==> config.mk <==
export PLATFORM = sky130hd
export DESIGN_NAME = program_counter
export DESIGN_NICKNAME = d
export VERILOG_FILES = /design/src/hw/cpu_pkg.sv /design/src/hw/program_counter.sv
export SDC_FILE = /design/constraint.sdc
export NUM_CORES = 1
export LEC_CHECK = 0
export ABC_AREA = 1
export BUFFER_PORTS_ARGS = -buffer_cell sky130_fd_sc_hd__buf_4
export CAP_MARGIN = 20
export CORE_AREA = 2 2 39 41
export DETAILED_ROUTE_END_ITERATION = 8
export DIE_AREA = 0 0 41 43
export PLACE_DENSITY_LB_ADDON = 0.3
export SLEW_MARGIN = 0
export SYNTH_ARGS = -nofsm -noshare
export SYNTH_HDL_FRONTEND = slang
export SYNTH_SLANG_ARGS = --single-unit
==> constraint.sdc <==
create_clock -name i_clk -period 1.7 [get_ports i_clk]
set_clock_uncertainty 0.2 [all_clocks]
set_input_delay 0.34 -clock i_clk [delete_from_list [all_inputs] [get_ports i_clk]]
set_output_delay 0.34 -clock i_clk [all_outputs]
set_load 0.05 [all_outputs]
==> src/hw/cpu_pkg.sv <==
`default_nettype none

package cpu_pkg;

  //////////////////////////////
  // Sizes
  //////////////////////////////

  localparam int P_MEM_DEPTH = 1024;  // Entries per memory

  typedef logic [15:0] t_word;                           // Data word
  typedef logic [$clog2(P_MEM_DEPTH)-1:0] t_daddr;       // Data address
  typedef logic [$clog2(P_MEM_DEPTH)-1:0] t_paddr;       // Program address

  //////////////////////////////
  // Instruction format
  //////////////////////////////

  // Codes 8 to 31 decode as halt
  typedef enum logic [4:0] {
    OP_HLT  = 5'd0,
    OP_STO  = 5'd1,  // mem[op] <= acc
    OP_LD   = 5'd2,  // acc <= mem[op]
    OP_LDI  = 5'd3,  // acc <= sext(op)
    OP_ADD  = 5'd4,
    OP_ADDI = 5'd5,
    OP_SUB  = 5'd6,
    OP_SUBI = 5'd7
  } t_opcode;

  typedef struct packed {
    t_opcode     opcode;   // Bits 15..11
    logic [10:0] operand;  // Immediate or direct address
  } t_instr;

  // Accumulator source
  typedef enum logic [1:0] {
    SEL_MEM,
    SEL_IMM,
    SEL_ADD,
    SEL_SUB
  } t_alu_sel;

endpackage

`default_nettype wire

==> src/hw/program_counter.sv <==
`timescale 1ns/100ps
`default_nettype none

module program_counter (
  input  logic            i_clk,
  input  logic            rsta,
  input  logic            i_run,   // Current instruction was fetched by the counter
  input  logic            i_halt,  // Freeze
  output cpu_pkg::t_paddr o_pc
);

  cpu_pkg::t_paddr pc_q;

  // One step per rising edge while executing
  always_ff @(posedge i_clk) begin
    if (rsta) begin
      pc_q <= '0;               // Program starts at address 0
    end else if (i_run && !i_halt) begin
      pc_q <= pc_q + 1'b1;      // Wraps at the end of program space
    end
  end

  assign o_pc = pc_q;

  // Halted counter does not move until reset
  a_pc_frozen: assert property (
    @(posedge i_clk) disable iff (rsta) i_halt |=> $stable(o_pc)
  ) else $error("program counter moved while halted");

endmodule

`default_nettype wire

==> impl_results.md <==
* Power density normalized to cell area at 690.6 nW/um2
* Met2 track demand over resource in global routing at 17.19%
* Largest cells by area after synthesis: dfxtp_1 (41%), nand2_1 (11%), inv_1 (8.4%)
* Largest incremental delay on the critical path at 0.40 ns
* Leakage at 0.0002981 uW
* Setup crit start kind: flip-flop
* Net count after synthesis at 75
* Buffers and inverters on the worst path at 1
* Sequential standard cell area at 200.2 um2
* Commonest cells after routing, fill and taps aside: nand2_1 (15), buf_4 (13), inv_1 (11), nor2_1 (11), dfxtp_1 (10)
* Residual overflow from global routing at 0
* Antenna Cells at 0
* Maximum achievable frequency at 700.0 MHz
* Top cell family by delay on the critical path: flip-flops
* WL per Instance at 9.020 um
* Fraction of post-synthesis cell area in the top cell type by area at 40.61%
* Share of the cycle needed by the critical path after routing at 84.03%
* Setup TNS Final at 0 ns
* Cell depth of the worst setup path at 1
* Chip Height at 43 um
* Data required, critical path at 1.16 ns
* Critical register-to-register path startpoint: o_pc[0]
* Global-route met3 utilization at 4.712%
* Worst Hold Class: in2reg
* Clk Tree Root Cell: clkbuf_4
* Total routed wirelength at 920 um
* Count of fill cells added during filler insertion at around 160
* Count of yosys warnings during synthesis at 0
* Max VDD drop at about 350 uV
* Global-route wire length before repair at 1504 um
* DRC Markers at 0
* Count of port buffers added during placement at 13
* Final core area utilization at a little under half
* Area growth, synth to finish at 28.43%
* Hold Path Sink: o_pc[2]
* Gate count after technology mapping at 70
* Kind of end point of the critical path: output port
* Actual transition at the worst max-transition pin at 0.2149 ns
* Total setup violations reported at the end of the flow at 0
* Number of top-level pins at 14
* Combined area of the multi-input logic cells at 251.5 um2
* Largest fanout of any net on the critical path at 5
* Cell area after layout at 633.1 um2
* Sequential element share of the synthesized area at 40.61%
* Flop and latch count out of synthesis at 10
* DRC marker count from the first detailed-route iteration at 5
* Clock tree from TritonCTS: built
* Outcome: completed
* DIE AREA at 1763 um2
* Number of library cell types mapped by synthesis at 15
* Final Net Count at 93
* Worst R2R End: o_pc[8]
* Count of nets left with antenna violations after detail routing at 0
* Setup slack of the worst register-to-register path at 0.29 ns
* Clock period minus worst slack at 1.429 ns
* Postcts setup bufs at 0
* Critical hold path startpoint: rsta
* Via count of the first global-routing pass at 374
* Die W at 41 um
* Hold buffer count at cts at 0
* Standard-cell row count at 14
* Path type of the worst setup path: reg2out
* Post-synth design cell area at 493.0 um2
* Final-report max-slew violation count at 0
* Global-route track usage on met1 at 16.61%
* Worst slew slack as a fraction of its limit at 85.66%
* Cell count of the worst reg-to-reg path at 5
* Floorplan core area at ~1400 um2
* Clock-pin slew of the registers on the worst-case setup and hold paths at 0.06 ns
* PnR worst setup slack at ~0.27 ns
* Initial antenna violation count at 0
* Layout cells sized above 1 at 22.09%
* Placement-stage cell area at slightly above 600 um2
* Buffer levels on the longest clock path at 2
* H-tree depth at 1
* Post-cts sizing count at 0
* RD Place Congestion at between 0.7 and 0.8
* CP cell instances: buf_4
* Cell type contributing the most total cell area after synthesis: dfxtp_1
* Count of maximum capacitance violations at 0
* Data arrival, critical path at 0.89 ns
* Cell with the largest stage delay on the worst path: dfxtp_1
* Unrepaired setup endpoints after global routing: false
* Clock buffers created by TritonCTS at 3
* Commonest non-fill, non-tap cell in the layout: nand2_1
* Post-placement setup slack at between 0.3 and 0.4 ns
* Vias/cell at 4.618
* Hold Vio Cnt, Final at 0
* Maximum number of pins on one net before global-route repair at 9
* Clock Sink Count at 10
* Largest register FFs at 10
* Clock latency on the worst-skew pair at about 0.26 ns
* Most crowded layer after global routing: met2
* First-pass DRT Iterations at 4
* Via count at 471
* GRT Util Overall at 13.41%
* Post-Synthesis Mean Instance Area at 7.042 um2
* Count of cells along the worst hold path at 2
* Initial core utilization at a little over a third
-- stage by stage --
stage	power, uW	instances	hold slack (ns)
detailed placement	289.7	99	0.2769
global placement	289.4	99	0.2805
CTS	442.5	102	0.05338
global route	459.5	102	0.06048
floorplan	273.4	70	0.2124
finish	437.2	102	0.05533
-- cells in the mapped netlist --
master / count
a21oi_1: 5
dfxtp_1: 10
ha_1: 1
inv_1: 11
nand2_1: 15
nand3_1: 6
nand3_2: 1
nand3b_1: 1
nand4_1: 2
nor2_1: 11
nor2_4: 2
nor3_1: 1
o21a_1: 2
o21ai_0: 1
xor2_1: 1
-- report_power, final --
part | total [uW] | leakage [uW] | internal (uW) | switching [uW]
Sequential | 242 | 0.0000809 | 238 | 3.68
Clock | 153 | 0.0000138 | 81.3 | 71.7
Combinational | 42.7 | 0.000203 | 15.7 | 27.0
Total | 437 | 0.000298 | 335 | 102
-- routing by layer --
| metal | vias to the layer above | part of all wire (%) |
|---|---|---|
| li1 | 256 | - |
| met1 | 199 | 49 |
| met2 | 12 | 42 |
| met3 | 4 | 4.9 |
| met4 | 0 | 3.6 |
| met5 | - | 0 |
-- worst max path at each step --
stage                 start      end
finish              o_pc[4]  o_pc[4]
global route        o_pc[0]  o_pc[8]
CTS                 o_pc[4]  o_pc[4]
detailed placement  o_pc[0]  o_pc[4]
global placement    o_pc[0]  o_pc[8]
floorplan           o_pc[0]  o_pc[6]
-- layout make-up --
class	instances	share of cell area (%)
clock buffer	3	3.557
inverter	11	6.522
timing repair buffer	13	15.42
multi-input combinational	49	39.72
tap	16	3.162
sequential	10	31.62
-- kinds of logic (layout without fill, tap and decap cells) --
group / Yosys count / in the layout / synth area share (%)
simple gates: 39 / 39 / 37.56
buf+inv: 11 / 27 / 8.376
flops: 10 / 10 / 40.61
compound gates: 8 / 8 / 9.134
fa+ha+maj: 1 / 1 / 2.538
xor+xnor: 1 / 1 / 1.777
(Power assumes the default switching activity.)
