## config.mk

```make
export PLATFORM = sky130hd
export DESIGN_NAME = instr_decoder
export DESIGN_NICKNAME = d
export VERILOG_FILES = /design/src/hw/cpu_pkg.sv /design/src/hw/instr_decoder.sv
export SDC_FILE = /design/constraint.sdc
export NUM_CORES = 1
export LEC_CHECK = 0
export BUFFER_PORTS_ARGS = -buffer_cell sky130_fd_sc_hd__buf_4
export CAP_MARGIN = 20
export CORE_AREA = 8 8 45 47
export DETAILED_ROUTE_END_ITERATION = 10
export DIE_AREA = 0 0 53 55
export GPL_TIMING_DRIVEN = 0
export PLACE_DENSITY_LB_ADDON = 0.05
export SLEW_MARGIN = 15
export SYNTH_ARGS = -nofsm -noshare
export SYNTH_HDL_FRONTEND = slang
export SYNTH_SLANG_ARGS = --single-unit
```

## constraint.sdc

```tcl
create_clock -name i_clk -period 1 [get_ports i_clk]
set_input_delay 0.05 -clock i_clk [delete_from_list [all_inputs] [get_ports i_clk]]
set_output_delay 0.05 -clock i_clk [all_outputs]
set_load 0.1 [all_outputs]
```

## src/hw/cpu_pkg.sv

```systemverilog
`default_nettype none

package cpu_pkg;

  //////////////////////////////
  // Sizes
  //////////////////////////////

  localparam int P_MEM_DEPTH = 1024;  // Entries per memory

  typedef logic [15:0] t_word;                           // Data word
  typedef logic [$clog2(P_MEM_DEPTH)-1:0] t_daddr;       // Data address
  typedef logic [$clog2(P_MEM_DEPTH)-1:0] t_paddr;       // Program address

  //////////////////////////////
  // Instruction format
  //////////////////////////////

  // Codes 8 to 31 decode as halt
  typedef enum logic [4:0] {
    OP_HLT  = 5'd0,
    OP_STO  = 5'd1,  // mem[op] <= acc
    OP_LD   = 5'd2,  // acc <= mem[op]
    OP_LDI  = 5'd3,  // acc <= sext(op)
    OP_ADD  = 5'd4,
    OP_ADDI = 5'd5,
    OP_SUB  = 5'd6,
    OP_SUBI = 5'd7
  } t_opcode;

  typedef struct packed {
    t_opcode     opcode;   // Bits 15..11
    logic [10:0] operand;  // Immediate or direct address
  } t_instr;

  // Accumulator source
  typedef enum logic [1:0] {
    SEL_MEM,
    SEL_IMM,
    SEL_ADD,
    SEL_SUB
  } t_alu_sel;

endpackage

`default_nettype wire

```

## src/hw/instr_decoder.sv

```systemverilog
`timescale 1ns/100ps
`default_nettype none

module instr_decoder (
  input  logic              i_clk,
  input  logic              rsta,
  input  logic              i_run,      // Instruction on i_instr is a real fetch
  input  cpu_pkg::t_instr   i_instr,    // From program memory
  output logic              o_acc_we,   // Accumulator update for this instruction
  output cpu_pkg::t_alu_sel o_alu_sel,
  output logic              o_imm_sel,  // Immediate as second operand
  output logic              o_mem_we,   // Store at the coming falling edge
  output logic              o_halt
);

  logic halt_q;      // Sticky halt
  logic active;      // Enables allowed
  logic dec_acc_we;
  logic dec_mem_we;
  logic dec_halt;

  assign active = i_run && !halt_q;

  //////////////////////////////
  // Opcode decode
  //////////////////////////////

  always_comb begin
    dec_acc_we = 1'b0;
    dec_mem_we = 1'b0;
    dec_halt   = 1'b0;
    o_alu_sel  = cpu_pkg::SEL_MEM;
    o_imm_sel  = 1'b0;
    case (i_instr.opcode)
      cpu_pkg::OP_STO: dec_mem_we = 1'b1;
      cpu_pkg::OP_LD: dec_acc_we = 1'b1;   // Memory word straight in
      cpu_pkg::OP_LDI: begin
        dec_acc_we = 1'b1;
        o_alu_sel  = cpu_pkg::SEL_IMM;
        o_imm_sel  = 1'b1;
      end
      cpu_pkg::OP_ADD, cpu_pkg::OP_ADDI: begin
        dec_acc_we = 1'b1;
        o_alu_sel  = cpu_pkg::SEL_ADD;
        o_imm_sel  = (i_instr.opcode == cpu_pkg::OP_ADDI);
      end
      cpu_pkg::OP_SUB, cpu_pkg::OP_SUBI: begin
        dec_acc_we = 1'b1;
        o_alu_sel  = cpu_pkg::SEL_SUB;
        o_imm_sel  = (i_instr.opcode == cpu_pkg::OP_SUBI);
      end
      default: dec_halt = 1'b1;  // OP_HLT and every unused code
    endcase
  end

  assign o_acc_we = active && dec_acc_we;
  assign o_mem_we = active && dec_mem_we;

  // Halt takes effect at the next rising edge and holds until reset
  always_ff @(posedge i_clk) begin
    if (rsta) begin
      halt_q <= 1'b0;
    end else if (active && dec_halt) begin
      halt_q <= 1'b1;
    end
  end

  assign o_halt = halt_q;

  a_we_exclusive: assert property (
    @(posedge i_clk) disable iff (rsta) !(o_mem_we && o_acc_we)
  ) else $error("store and accumulator load decoded together");

endmodule

`default_nettype wire

```

==> results.toml <==
[grt]
grt.total_usage_pct = 3.168
antenna_found_initial = 0
overflow = 0
grt_pass1_wl_microns = 738
grt_pass1_vias = 172
grt_max_degree = 6

[worst_setup_path]
slowest_delay_ps = 340
worstPathRequired_ps = 950
cp_num_buf_inv = 1
rr_worst_depth = 3
rr_startpoint = "o_halt"
cpLargestDelayFamily = "simple AND/OR/NAND/NOR gates"
r2r_end = "o_halt"
worstPathMaxFanout = 3
end_kind = "primary output"
arrival_ps = 980
reg2reg_slack_ps = 120
path_cells = "nor4b_4 -> and3_4 -> buf_12"
start_kind = "register"
crit_slowest_cell = "dfxtp_4"
path_class = "reg -> out"

[power_and_ir_drop]
combPwrFrac_pct = 76.0
swShare_pct = 52.34
internal_power_w = 0.00009834
p_seq_share_pct = 24.0
p_per_area_nw_per_um2 = 695.8
p_total_w = 0.0002063
p_sw_w = 0.0001080
p_leak_nw = 0.1255
clkPwrFrac_pct = 0
vdd_drop_max_mv = 0.1530

[placed_design]
hpwl_microns = 450.2
gp_congestion = 0.6682
pre_cts_ws_ps = -208.3
placed_cell_area_sq_um = 255.2
port_buffers = 13

[cells_and_area]
multiInputGateArea_sq_um = 131.4
final.fill_count = 154
area_growth_pct = 196.2
nets = 49
drive_above_1_share_pct = 78.57
largest_reg_flops = 1
layout_commonest_cell = "buf_4"
final-seq-area_sq_um = 23.77
final_cell_mix = "buf_4 (12), nor2_1 (2)"
post-route-cell-area_sq_um = 296.5
diodes = 0

[drt]
via_per_inst = 3.705
drtIter0Drc = 1
wl_microns = 518
first_pass_iters = 2
drc_errors = 0
detail_route.wl_per_cell_microns = 11.77
num_vias = 163
ant_nets = 0

[timing]
fin_worst_skew_ps = 0
tns_ps = -27.67
setup_ws_ps = -27.67
fmax_mhz = 973.1
maxSlewViolCount = 0
max-slew-margin-rel_pct = 77.71
period_share_pct = 102.8
final-setup-viol-count = 1
hold_viol = 0
grt_setup_unrepaired = "yes"
worstMarginPinSlew_ps = 330.8
min_period_ps = 1028

[synth]
yosys_warnings = 0
yosysSeqAreaShare_pct = 20.00
synth_xor_area_share_pct = 0
synth_top_family_by_area = "simple AND/OR/NAND/NOR gates"
synth_cell_types = 11
synth-simple-area-share_pct = 67.50
synthMuxAreaShare_pct = 0
synth-seq-cells = 1
syn_nets = 33
synth-compound-area-share_pct = 12.50
synth_cells = 14
synth.avg_cell_area_sq_um = 7.150
yosys.area_share.adder_pct = 0
synth_area_sq_um = 100.1

[hold_path]
hp-class = "in -> reg"
holdPathStages = 2
hp-start = "rsta"
hold_end = "o_halt"

[die]
rows = 14
die_x_microns = 53
initial_utilization_pct = 7.233
dieArea_sq_um = 2915
core_area_sq_um = 1384
ioPinCount = 25
die_y_microns = 55

[outcome]
failed_checks = "setup timing"
status = "finished, violations left"

[run]
maxCapViolations = 0

[cts]
clk_pin_slew_ps = 0
postCtsHoldBufs = 0
clock_latency_ps = 0
synthesized netlist by cell type, drive strengths merged:
library cell,instances,share of area [%]
dfxtp,1,20
and3b,1,8.8
and2,1,6.3
a211oi,1,7.5
nor2,3,11
and3,1,6.3
o21ai,1,5.0
nor3,2,10
or3,1,6.3
nor4bb,1,10
nor4b,1,8.8
final cells by class:
cell class | count | area share (%)
Tap cell | 16 | 6.751
Timing Repair Buffer | 14 | 40.93
Multi-Input combinational cell | 13 | 44.30
Sequential cell | 1 | 8.017
power groups by stage:
stage	Clock, W	Combinational [W]	Sequential, W
floorplan	0	0.0000714	0.0000721
global placement	0	0.000144	0.0000504
detailed placement	0	0.000143	0.0000500
CTS	0	0.000159	0.0000500
global route	0	0.000163	0.0000504
finish	0	0.000157	0.0000496
worst max-delay path by stage:
| stage | from | to | slack [ps] | depth (start not counted) |
|---|---|---|---|---|
| 2_1_floorplan | o_halt | o_acc_we | -630 | 1 |
| 3_3_place_gp | o_halt | o_mem_we | -220 | 3 |
| 3_5_place_dp | o_halt | o_mem_we | -210 | 3 |
| 4_1_cts | o_halt | o_mem_we | -40 | 3 |
| 5_1_grt | o_halt | o_mem_we | -50 | 3 |
| 6_report | o_halt | o_mem_we | -30 | 3 |
logic make-up after synthesis:
logic type	Yosys count
simple gates	11
compound gates	2
flops	1
layer usage:
layer / share of wire, % / wire length [microns] / GRT usage [%] / vias to the layer above
li1: - / - / - / 83
met4: 0 / 0 / 0 / 0
met3: 13 / 67 / 1.604 / 0
met2: 54 / 278 / 6.445 / 6
met5: 0 / 0 / 0 / -
met1: 33 / 171 / 2.883 / 74
through the flow:
stage          hold WS, ps  utilization, %  instances
6_report             201.0           21.43         44
5_1_grt              203.4           21.43         44
4_1_cts              204.2           21.43         44
3_5_place_dp         204.2           18.44         43
3_3_place_gp         204.1           18.44         43
2_1_floorplan        113.0               -         14
repair_timing:
action                                  in CTS  in global routing
endpoints found under the setup margin       2                  1
resized for setup                            7                  0
buffers inserted                             1                  0
pin swaps                                    2                  1
gates cloned                                 0                  0
(Power assumes the default switching activity.)
