**config.mk**
```make
export PLATFORM = sky130hd
export DESIGN_NAME = acc_datapath
export DESIGN_NICKNAME = d
export VERILOG_FILES = /design/src/hw/cpu_pkg.sv /design/src/hw/acc_datapath.sv
export SDC_FILE = /design/constraint.sdc
export NUM_CORES = 1
export LEC_CHECK = 0
export BUFFER_PORTS_ARGS = -buffer_cell sky130_fd_sc_hd__buf_2
export CORE_MARGIN = 2
export CORE_UTILIZATION = 55
export DETAILED_ROUTE_END_ITERATION = 12
export PLACE_DENSITY = 0.8
export REMOVE_ABC_BUFFERS = 1
export SLEW_MARGIN = 15
export SYNTH_ARGS = -nofsm -noshare
export SYNTH_HDL_FRONTEND = slang
export SYNTH_SLANG_ARGS = --single-unit
```
**constraint.sdc**
```tcl
create_clock -name i_clk -period 4.92 [get_ports i_clk]
set_input_delay 0.492 -clock i_clk [delete_from_list [all_inputs] [get_ports i_clk]]
set_output_delay 0.492 -clock i_clk [all_outputs]
set_load 0.005 [all_outputs]
```
**src/hw/cpu_pkg.sv**
```systemverilog
`default_nettype none

package cpu_pkg;

  //////////////////////////////
  // Sizes
  //////////////////////////////

  localparam int P_MEM_DEPTH = 1024;  // Entries per memory

  typedef logic [15:0] t_word;                           // Data word
  typedef logic [$clog2(P_MEM_DEPTH)-1:0] t_daddr;       // Data address
  typedef logic [$clog2(P_MEM_DEPTH)-1:0] t_paddr;       // Program address

  //////////////////////////////
  // Instruction format
  //////////////////////////////

  // Codes 8 to 31 decode as halt
  typedef enum logic [4:0] {
    OP_HLT  = 5'd0,
    OP_STO  = 5'd1,  // mem[op] <= acc
    OP_LD   = 5'd2,  // acc <= mem[op]
    OP_LDI  = 5'd3,  // acc <= sext(op)
    OP_ADD  = 5'd4,
    OP_ADDI = 5'd5,
    OP_SUB  = 5'd6,
    OP_SUBI = 5'd7
  } t_opcode;

  typedef struct packed {
    t_opcode     opcode;   // Bits 15..11
    logic [10:0] operand;  // Immediate or direct address
  } t_instr;

  // Accumulator source
  typedef enum logic [1:0] {
    SEL_MEM,
    SEL_IMM,
    SEL_ADD,
    SEL_SUB
  } t_alu_sel;

endpackage

`default_nettype wire

```
**src/hw/acc_datapath.sv**
```systemverilog
`timescale 1ns/100ps
`default_nettype none

module acc_datapath (
  input  logic              i_clk,
  input  logic              rsta,
  input  logic              i_acc_we,
  input  cpu_pkg::t_alu_sel i_alu_sel,
  input  logic              i_imm_sel,
  input  logic [10:0]       i_operand,   // Raw operand field
  input  cpu_pkg::t_word    i_mem_data,  // Data memory read word
  output cpu_pkg::t_word    o_acc
);

  localparam int P_EXT_W = $bits(cpu_pkg::t_word) - $bits(i_operand);

  cpu_pkg::t_word    imm_ext;     // Sign-extended operand
  logic              ex_we;       // Execute stage controls
  cpu_pkg::t_alu_sel ex_sel;
  logic              ex_imm_sel;
  cpu_pkg::t_word    ex_imm;
  cpu_pkg::t_word    opnd_b;
  cpu_pkg::t_word    acc_nxt;
  cpu_pkg::t_word    acc_q;

  assign imm_ext = {{P_EXT_W{i_operand[10]}}, i_operand};

  //////////////////////////////
  // Execute latch
  //////////////////////////////

  // Captured at the falling edge where the data memory reads this operand
  // Program memory moves on at that same edge
  always_ff @(negedge i_clk) begin
    if (rsta) begin
      ex_we <= 1'b0;
    end else begin
      ex_we <= i_acc_we;
    end
  end

  always_ff @(negedge i_clk) begin
    ex_sel     <= i_alu_sel;
    ex_imm_sel <= i_imm_sel;
    ex_imm     <= imm_ext;
  end

  // Second operand
  assign opnd_b = ex_imm_sel ? ex_imm : i_mem_data;

  always_comb begin
    case (ex_sel)
      cpu_pkg::SEL_MEM: acc_nxt = i_mem_data;
      cpu_pkg::SEL_IMM: acc_nxt = ex_imm;
      cpu_pkg::SEL_ADD: acc_nxt = acc_q + opnd_b;   // Mod 2^16
      default:          acc_nxt = acc_q - opnd_b;
    endcase
  end

  // Commit on the rising edge
  always_ff @(posedge i_clk) begin
    if (rsta) begin
      acc_q <= '0;
    end else if (ex_we) begin
      acc_q <= acc_nxt;
    end
  end

  assign o_acc = acc_q;

endmodule

`default_nettype wire

```
==> results of run 1 <==
cell type report:
class / count / area, sq um / share of cell area
clock buffers: 5 / 68.8 / 0.0175
inverters: 3 / 11.3 / 0.00287
flip-flops and latches: 31 / 624 / 0.159
multi-input cells: 251 / 2190 / 0.556
clock inverters: 18 / 78.8 / 0.0201
repair buffers: 127 / 896 / 0.228
well taps: 52 / 65.1 / 0.0166
layer usage:
metal / wire, microns / global-route usage / vias up
met3: 1300 / 0.103 / 117
li1: - / - / 1347
met1: 4210 / 0.440 / 1509
met2: 5400 / 0.612 / 327
met4: 966 / 0.266 / 0
met5: 0 / 0 / -
cells in the final DEF, fill, tap and decap left out, drive strengths merged, types with 3 or more instances in the layout:
master,instances
buf,127
dfxtp,31
mux2i,28
nor2,26
nand2,25
a21oi,23
o21ai,22
inv,20
ha,20
xnor2,17
nor3,12
nand2b,11
xor2,11
a21o,7
o21bai,6
a221oi,6
clkbuf,5
nor3b,4
a211oi,4
o211ai,3
nor2b,3
o31ai,3
kinds of logic (layout without fill, tap and decap cells):
| family | count (synthesis) | after routing |
|---|---|---|
| muxes | 29 | 29 |
| buffers and inverters | 18 | 153 |
| and+or+nand+nor | 89 | 89 |
| AOI/OAI and AO/OA | 84 | 84 |
| xor gates and xnor gates | 28 | 28 |
| DFF | 31 | 31 |
| adders and majority gates | 21 | 21 |
metrics by stage:
| stage | setup TNS (ns) | cell area (sq um) | utilization |
|---|---|---|---|
| 2_1_floorplan | -11.45 | 2440 | - |
| 5_1_grt | -9.64 | 3930 | 0.896 |
| 4_1_cts | -5.10 | 3600 | 0.822 |
| 6_report | -7.85 | 3930 | 0.896 |
| 3_3_place_gp | -4.88 | 3200 | 0.729 |
| 3_5_place_dp | -6.24 | 3200 | 0.729 |
sequential cells by signal, summed over array words and instances, names as in the netlist:
name        flops
ex_we           1
o_acc          16
ex_imm_sel      1
ex_imm         11
ex_sel          2
worst register-to-register path: stages (launching register included):
cell,delay (ns)
dfxtp_4,0.42
buf_8,0.15
nor3b_1,0.42
o21ai_2,0.15
o21ai_2,0.16
xor2_1,0.18
ha_1,0.30
a21oi_2,0.34
nor2_2,0.11
nor3_2,0.19
nand2_2,0.14
a221oi_4,0.28
xnor2_1,0.11
a221oi_2,0.22
path summary, 6_finish.rpt:
path	startpoint	to	slack, ns	cells past startpoint
max	ex_imm_sel	o_acc[15]	-0.86	13
min	i_mem_data[15]	o_acc[15]	0.48	3
max reg2reg	ex_imm_sel	o_acc[15]	-0.86	13
min reg2reg	o_acc[7]	o_acc[7]	0.52	2
power breakdown:
part / total, uW / internal, uW / switching (uW)
Sequential: 292 / 268 / 23.9
Combinational: 493 / 235 / 259
Clock: 279 / 119 / 161
repair_timing:
item	CTS	global route
endpoints found under the setup margin	13	14
hold buffers	0	0
pin swaps	26	27
gates resized for setup	48	47
buffers inserted	10	12
==> metrics.cfg, run 1 <==
[run_status]
status=finished with violations
failed_checks=setup timing

[yosys]
synth-edff-count=0
yosysUniqueCellTypes=46
yosysMostFrequentCell=dfxtp_1
synth-simple-area-share=0.180
yosys-top-cells-area=dfxtp_1 25%, mux2i_1 11%, ha_1 10%, xnor2_1 5.9%, a21oi_1 4.4%
yosysSeqAreaShare=0.248
synth_ff_type=dfxtp_1
synth_area_leader_cell=dfxtp_1
muxShareOfSynthArea=0.116
yosysWarnings=0
synth_compound_area_frac=0.219
yosys.area.top_type_share=0.248
syn_area_per_cell_sq_um=8.35
synth-xor-area-share=0.0979
synth_commonest_cells=31 x dfxtp_1, 28 x mux2i_1, 26 x nor2_1
synth_top_family_by_area=compound AO/OA/AOI/OAI gates
netlist_area_sq_mm=0.00251
synth_adder_area_share=0.108
yosys_register_bits=31
ys_async_sr_fraction=0
syn_inst=300

[timing]
hold_slack_ns=0.482
fin_skew_ns=0.0770
final.setup.worst_slack_ns=-0.859
worst_slew_pin_slew_ns=0.680
maxSlewHeadroom=0.546
maxSlewViolCount=0
setup_violations=14
rsz0062_at_grt=yes
hold_violations=0

[pwr]
ir_drop_uv=257
power_uw=1060
p_per_area_mw_per_mm2=271
power.leakage_uw=0.00191

[layout]
antennaDiodeCount=0
synthToLayoutAreaGrowth_pct=56.8
fillers=169
drive_gt1_frac=0.469
fin_nets=488
final_cells=487

[floorplan]
die_h_microns=71.5
core_area_sq_mm=0.00438
dieArea_sq_mm=0.00511
io_pins=49
rows=24
start_util=0.572
die_x_microns=71.5

[clock_network]
root_buffer=clkbuf_8
cts.clk_slew.worst_paths_ns=0.09
numCtsBuffers=5
clk_latency_ns=0.37
cts.sinks=31
ctsLongestPathBuffers=2
cts_tree=built
h-tree-depth=2

[critical_path]
path_max_fanout=9
path_delay_family=compound AO/OA/AOI/OAI gates
critPathMaxStageDelay_ns=0.42
worstSetupPathType=flip-flop to flip-flop
crit_path_frequent_cell=o21ai_2
worstPathCellList=buf_8, nor3b_1, o21ai_2, o21ai_2, xor2_1, ha_1, a21oi_2, nor2_2, nor3_2, nand2_2, a221oi_4, xnor2_1, a221oi_2
endpoint_kind=flip-flop
crit_buf_inv=1
crit_arrival_ns=6.01
cp_slowest_cell=dfxtp_4
startpoint_type=flip-flop
worstPathRequired_ns=5.15

[job]
maxCapViolCount=0

[drt]
vias=3300
wl_per_cell_microns=24.4
vias_per_cell=6.78
finalWirelength_mm=11.9
drt-pass1-iter-count=7
drc=0
first_iter_violations=479
postRouteAntennaNets=0

[grt]
grt_usage=0.381
first_global_vias=3128
grt_pass1_wl_mm=15.1
grt_antenna_before_repair=0
grt-ovfl-total=0
grt_start_max_net_pins=19

[hold_path]
holdCritPathClass=input port to flip-flop

[placement]
pre_cts_slack_ns=-0.888
place_congestion=1.00
io_buffer_count=48
dpl.hpwl_mm=5.41
dp_cells=446

(Power assumes the default switching activity.)
==> inputs of run 2 (changes only) <==
Settings changed: CTS_BUF_LIST set to sky130_fd_sc_hd__clkbuf_16.
==> run 2 against run 1 <==
Net effect: the flow still finishes with violations (setup timing); total power increased by 14%; utilization increased by 4.3 points; clock power is 43% higher; global-route usage down 1.0 points; critical path type unchanged; worst hold slack better by 0.031 ns; clock skew increased by 0.043 ns; first-iteration DRC count increased by 43%; critical path depth up 3; register-to-register slack worse by 0.23 ns; via count up 7.2%; sequential share of layout area is 0.72 points lower; routed wire length up 12%.
==> metrics.cfg, run 2 (synthesized netlist as in run 1, its figures left out) <==
[run_status]
status=finished with violations  ; unchanged
failed_checks=setup timing  ; unchanged

[floorplan]
die_x_microns=71.5  ; unchanged
core_area_sq_mm=0.00438  ; unchanged
io_pins=49  ; unchanged
start_util=0.572  ; unchanged
rows=24  ; unchanged
dieArea_sq_mm=0.00511  ; unchanged
die_h_microns=71.5  ; unchanged

[grt]
grt_antenna_before_repair=0  ; unchanged
busiest_layer=met2  ; unchanged
gr-usage-met2=0.608  ; was 0.612
grt_pass1_wl_mm=14.7  ; was 15.1 mm
use_met1=0.464  ; was 0.440
grt_start_max_net_pins=19  ; unchanged
use_met3=0.0745  ; was 0.103
first_global_vias=2948  ; was 3,128
grt-ovfl-total=0  ; unchanged
grt_usage=0.371  ; was 0.381

[layout]
fillers=136  ; was 169
antennaDiodeCount=0  ; unchanged
final_cells=491  ; was 487
largest_reg_flops=16  ; unchanged
final_area_sq_mm=0.00412  ; was 0.00393 sq mm
final_cell_mix=71 x buf_4, 48 x buf_2, 30 x dfxtp_1  ; was 68 x buf_4, 48 x buf_2, 30 x dfxtp_1
synthToLayoutAreaGrowth_pct=64.3  ; was 56.8%
regArea_sq_um=624  ; unchanged
fin_util=0.939  ; was 0.896
final_common_cell=buf_4  ; unchanged
fin_nets=492  ; was 488
drive_gt1_frac=0.492  ; was 0.469
multi_input_area_sq_mm=0.00229  ; was 0.00219 sq mm

[pwr]
ir_drop_uv=314  ; was 257 uV
p_per_area_mw_per_mm2=296  ; was 271 mW/mm^2
power.leakage_uw=0.00199  ; was 0.00191 uW

[drt]
first_iter_violations=685  ; was 479
wl_per_cell_microns=27.0  ; was 24.4 microns
drc=0  ; unchanged
finalWirelength_mm=13.3  ; was 11.9 mm
vias=3539  ; was 3,300
drt-pass1-iter-count=6  ; was 7
vias_per_cell=7.21  ; was 6.78
postRouteAntennaNets=0  ; unchanged

[critical_path]
worstSetupPathType=flip-flop to flip-flop  ; unchanged
cp_slowest_cell=dfxtp_4  ; unchanged
worstPathRequired_ns=5.11  ; was 5.15 ns
startpoint_type=flip-flop  ; unchanged
crit_arrival_ns=6.20  ; was 6.01 ns
crit_path_frequent_cell=buf_4  ; was o21ai_2
crit_buf_inv=4  ; was 1
endpoint_kind=flip-flop  ; unchanged
path_delay_family=compound AO/OA/AOI/OAI gates  ; unchanged
critPathMaxStageDelay_ns=0.40  ; was 0.42 ns
path_max_fanout=6  ; was 9
worstPathCellList=buf_8, buf_4, buf_4, nor3_2, a21oi_1, o21ai_1, xor2_1, ha_1, o21ai_1, nand2b_1, and3_4, o31ai_2, buf_4, a31oi_1, xnor2_1, a221oi_1  ; was buf_8, nor3b_1, o21ai_2, o21ai_2, xor2_1, ha_1, a21oi_2, nor2_2, nor3_2, nand2_2, a221oi_4, xnor2_1, a221oi_2

[hold_path]
holdCritPathClass=flip-flop to flip-flop  ; was input port to flip-flop

[timing]
maxSlewViolCount=0  ; unchanged
maxSlewHeadroom=0.512  ; was 0.546
rsz0062_at_grt=yes  ; unchanged
final.setup.worst_slack_ns=-1.09  ; was -0.859 ns
hold_violations=0  ; unchanged
worst_slew_pin_slew_ns=0.730  ; was 0.680 ns
fin_skew_ns=0.120  ; was 0.0770 ns
setup_violations=14  ; unchanged

[placement]
placed_cell_area_sq_mm=0.00320  ; unchanged
dp_cells=446  ; unchanged
io_buffer_count=48  ; unchanged
place_congestion=1.00  ; unchanged
dpl.hpwl_mm=5.41  ; unchanged

[clock_network]
h-tree-depth=2  ; unchanged
cts.clk_slew.worst_paths_ns=0.06  ; was 0.09 ns
cts-hold-fix-buffers=0  ; unchanged
root_buffer=clkbuf_16  ; was clkbuf_8
numCtsBuffers=5  ; unchanged
cts.sinks=31  ; unchanged
clk_latency_ns=0.41  ; was 0.37 ns
cts_tree=built  ; unchanged
ctsLongestPathBuffers=2  ; unchanged

[job]
maxCapViolCount=0  ; unchanged

run 2: final cells by class:
cell class | instances | share of cell area
clock inverter | 18 | 0.0191
sequential | 31 | 0.152
inverter | 3 | 0.00274
multi-input combinational | 251 | 0.557
clock buffer | 5 | 0.0304
timing repair buffer | 131 | 0.224
tap | 52 | 0.0158
run 2: per-stage QoR:
step / setup WS [ns] / TNS, ns / hold WS, ns / power [uW]
after floorplan: -1.20 / -11.45 / 0.473 / 500
after global placement: -0.732 / -4.88 / 0.476 / 630
after detailed placement: -0.888 / -6.24 / 0.489 / 641
after CTS: -0.649 / -5.35 / 0.498 / 1030
after global routing: -1.18 / -11.22 / 0.529 / 1240
final: -1.09 / -10.31 / 0.513 / 1220
run 2: worst register-to-register path, stage by stage (launching register included):
cell	delay (ns)
dfxtp_4	0.40
buf_8	0.16
buf_4	0.13
buf_4	0.16
nor3_2	0.18
a21oi_1	0.09
o21ai_1	0.25
xor2_1	0.28
ha_1	0.34
o21ai_1	0.19
nand2b_1	0.12
and3_4	0.20
o31ai_2	0.08
buf_4	0.22
a31oi_1	0.11
xnor2_1	0.17
a221oi_1	0.29
run 2: final timing paths:
kind / start / end / slack (ns) / cells past startpoint
worst min-delay path: o_acc[8] / o_acc[8] / 0.51 / 2
worst max-delay path: ex_imm_sel / o_acc[14] / -1.09 / 16
worst max register to register: ex_imm_sel / o_acc[14] / -1.09 / 16
worst min register to register: o_acc[8] / o_acc[8] / 0.51 / 2
run 2: where the power goes:
part	switching [uW]	leakage, uW	internal [uW]
clock	193	0.000154	207
sequential	25.2	0.000258	268
combinational	277	0.00158	247
total	495	0.00199	723
run 2: metal layers:
metal	part of all wire	vias up	wire (microns)
li1	-	1348	-
met2	0.42	437	5620
met1	0.34	1609	4560
met3	0.15	145	1930
met5	0	-	0
met4	0.087	0	1160
run 2: repair_timing:
| item | CTS | global route |
|---|---|---|
| resized for setup | 35 | 83 |
| endpoints found under the setup margin | 13 | 14 |
| pin swaps | 19 | 54 |
| setup buffers | 8 | 19 |
==> inputs of run 3 (changes only) <==
Settings changed: CORE_ASPECT_RATIO set to 1.5.
==> run 3 against run 2 <==
Net effect: the flow still finishes with violations (setup timing); clock skew rose by 0.0052 ns; clock power rose by 3%; register-to-register slack improved by 0.17 ns; worst hold slack improved by 0.013 ns; final cell count fell by 1.2%; global-route usage rose by 5.2 points; via count rose by 1.8%; clock-buffer cell count did not move; combinational power rose by 7.4%; critical path type unchanged; critical endpoint unchanged.
==> metrics.cfg, run 3 (synthesized netlist as in run 1, its figures left out) <==
[floorplan]
start_util=0.561  ; was 0.572
core_area_sq_mm=0.00447  ; was 0.00438 sq mm
dieArea_sq_mm=0.00512  ; was 0.00511 sq mm
die_x_microns=59.1  ; was 71.5 microns
io_pins=49  ; unchanged
rows=30  ; was 24
die_h_microns=86.7  ; was 71.5 microns

[critical_path]
worstSetupPathType=flip-flop to flip-flop  ; unchanged
crit_arrival_ns=6.05  ; was 6.20 ns
crit_path_start=ex_imm_sel  ; unchanged
r2r_slack_ns=-0.91  ; was -1.09 ns
startpoint_type=flip-flop  ; unchanged
endpoint_kind=flip-flop  ; unchanged
path_max_fanout=5  ; was 6
r2r-start=ex_imm_sel  ; unchanged
reg2reg_to=o_acc[14]  ; unchanged
worstPathRequired_ns=5.14  ; was 5.11 ns
rr_worst_depth=17  ; was 16

[timing]
rsz0062_at_grt=yes  ; unchanged
maxSlewHeadroom=0.407  ; was 0.512
hold_violations=0  ; unchanged
fin_skew_ns=0.125  ; was 0.120 ns
worst_slew_pin_slew_ns=0.889  ; was 0.730 ns
final.setup.worst_slack_ns=-0.913  ; was -1.09 ns
maxSlewViolCount=0  ; unchanged
setup_violations=14  ; unchanged

[clock_network]
cts.sinks=31  ; unchanged
cts.clk_slew.worst_paths_ns=0.06  ; about the same
cts-hold-fix-buffers=0  ; unchanged
h-tree-depth=2  ; unchanged
root_buffer=clkbuf_16  ; unchanged
numCtsBuffers=5  ; unchanged
ctsLongestPathBuffers=2  ; unchanged
cts_tree=built  ; unchanged
clk_latency_ns=0.42  ; was 0.41 ns

[layout]
final_cells=485  ; was 491
largest_reg_flops=16  ; unchanged
antennaDiodeCount=0  ; unchanged
final_common_cell=buf_4  ; unchanged
drive_gt1_frac=0.501  ; was 0.492
fin_util=0.939  ; about the same
synthToLayoutAreaGrowth_pct=67.3  ; was 64.3%
final_cell_mix=64 x buf_4, 48 x buf_2, 30 x dfxtp_1  ; was 71 x buf_4, 48 x buf_2, 30 x dfxtp_1
fin_nets=490  ; was 492

[drt]
postRouteAntennaNets=0  ; unchanged
vias=3602  ; was 3,539
first_iter_violations=743  ; was 685
wl_per_cell_microns=29.4  ; was 27.0 microns
drc=0  ; unchanged
vias_per_cell=7.43  ; was 7.21
finalWirelength_mm=14.3  ; was 13.3 mm
drt-pass1-iter-count=6  ; unchanged

[job]
maxCapViolCount=0  ; unchanged

[placement]
dpl.hpwl_mm=5.81  ; was 5.41 mm
dp_cells=440  ; was 446
io_buffer_count=48  ; unchanged
place_congestion=0.942  ; was 1.00

[hold_path]
min_from=i_mem_data[13]  ; was o_acc[8]
holdCritPathClass=input port to flip-flop  ; was flip-flop to flip-flop
min_delay_path_depth=3  ; was 2
holdPathEnd=o_acc[13]  ; was o_acc[8]

[grt]
grt_usage=0.423  ; was 0.371
grt_pass1_wl_mm=16.0  ; was 14.7 mm
grt-ovfl-total=0  ; unchanged
grt_start_max_net_pins=21  ; was 19
grt_antenna_before_repair=0  ; unchanged
first_global_vias=3167  ; was 2,948

[run_status]
status=finished with violations  ; unchanged
failed_checks=setup timing  ; unchanged

[pwr]
ir_drop_uv=249  ; was 314 uV
p_per_area_mw_per_mm2=303  ; was 296 mW/mm^2
power.leakage_uw=0.00197  ; was 0.00199 uW

==> run 3: changes by cell type in the layout (fill, tap and decap cells not counted), moves of 3 or more <==
| cell | change |
|---|---|
| xor2_1 | -3 |
| ha_1 | -4 |
| nor2_1 | +4 |
| buf_4 | -7 |
| o21ai_2 | +3 |
| buf_6 | +6 |
| nor2_2 | -4 |
| ha_4 | +4 |
==> run 3: timing repair <==
action	in CTS	in global routing
pin swaps	49	55
gates cloned	0	0
setup endpoints to repair	14	14
resized for setup	52	75
setup buffers	14	14
==> run 3: cell type report <==
class / count / area [sq um]
multi-input combinational: 251 / 2370
timing repair buffer: 129 / 921
sequential: 31 / 624
fill: 137 / 274
clock buffer: 5 / 125
clock inverter: 18 / 78.8
tap: 48 / 60.1
inverter: 3 / 15.0
==> run 3: stage by stage <==
step / setup TNS, ns / total power, uW / cell area (sq um) / setup WS [ns] / hold slack [ns]
4_1_cts: -5.09 / 1050 / 3720 / -0.598 / 0.508
2_1_floorplan: -11.45 / 500 / 2440 / -1.20 / 0.473
6_report: -9.75 / 1270 / 4190 / -0.913 / 0.526
3_3_place_gp: -4.85 / 630 / 3180 / -0.626 / 0.479
3_5_place_dp: -6.07 / 644 / 3180 / -0.732 / 0.495
5_1_grt: -10.59 / 1280 / 4190 / -1.07 / 0.536
==> run 3: worst max path at each step <==
stage / to / slack, ns / depth (start not counted)
global placement: o_acc[8] / -0.63 / 13
floorplan: o_acc[15] / -1.20 / 14
detailed placement: o_acc[8] / -0.73 / 13
CTS: o_acc[15] / -0.60 / 14
global route: o_acc[14] / -1.07 / 17
finish: o_acc[14] / -0.91 / 17
==> run 3: where the power goes <==
group	internal (uW)	switching [uW]	total [uW]
Clock	206	205	411
Sequential	268	25.9	294
Combinational	263	301	564
==> run 3: routing by layer <==
metal / GRT usage / vias up / routed length (microns)
met4: 0.308 / 0 / 1840
met3: 0.125 / 196 / 1660
met1: 0.398 / 1606 / 4310
li1: - / 1348 / -
met2: 0.746 / 452 / 6450
met5: 0 / - / 0
==> run 3: worst max-delay path: stages, from the launching register on <==
cell and delay, ns:
dfxtp_4 0.39, buf_4 0.15, nor3b_4 0.17, o22ai_4 0.28, nor2_4 0.09, nand2_1 0.11
nand2_1 0.11, buf_4 0.16, o211ai_1 0.31, o21a_1 0.25, ha_4 0.22, buf_6 0.13
o21ai_1 0.09, nand2b_1 0.11, a21oi_2 0.23, a31oi_4 0.06, xnor2_2 0.16, a221oi_2 0.22
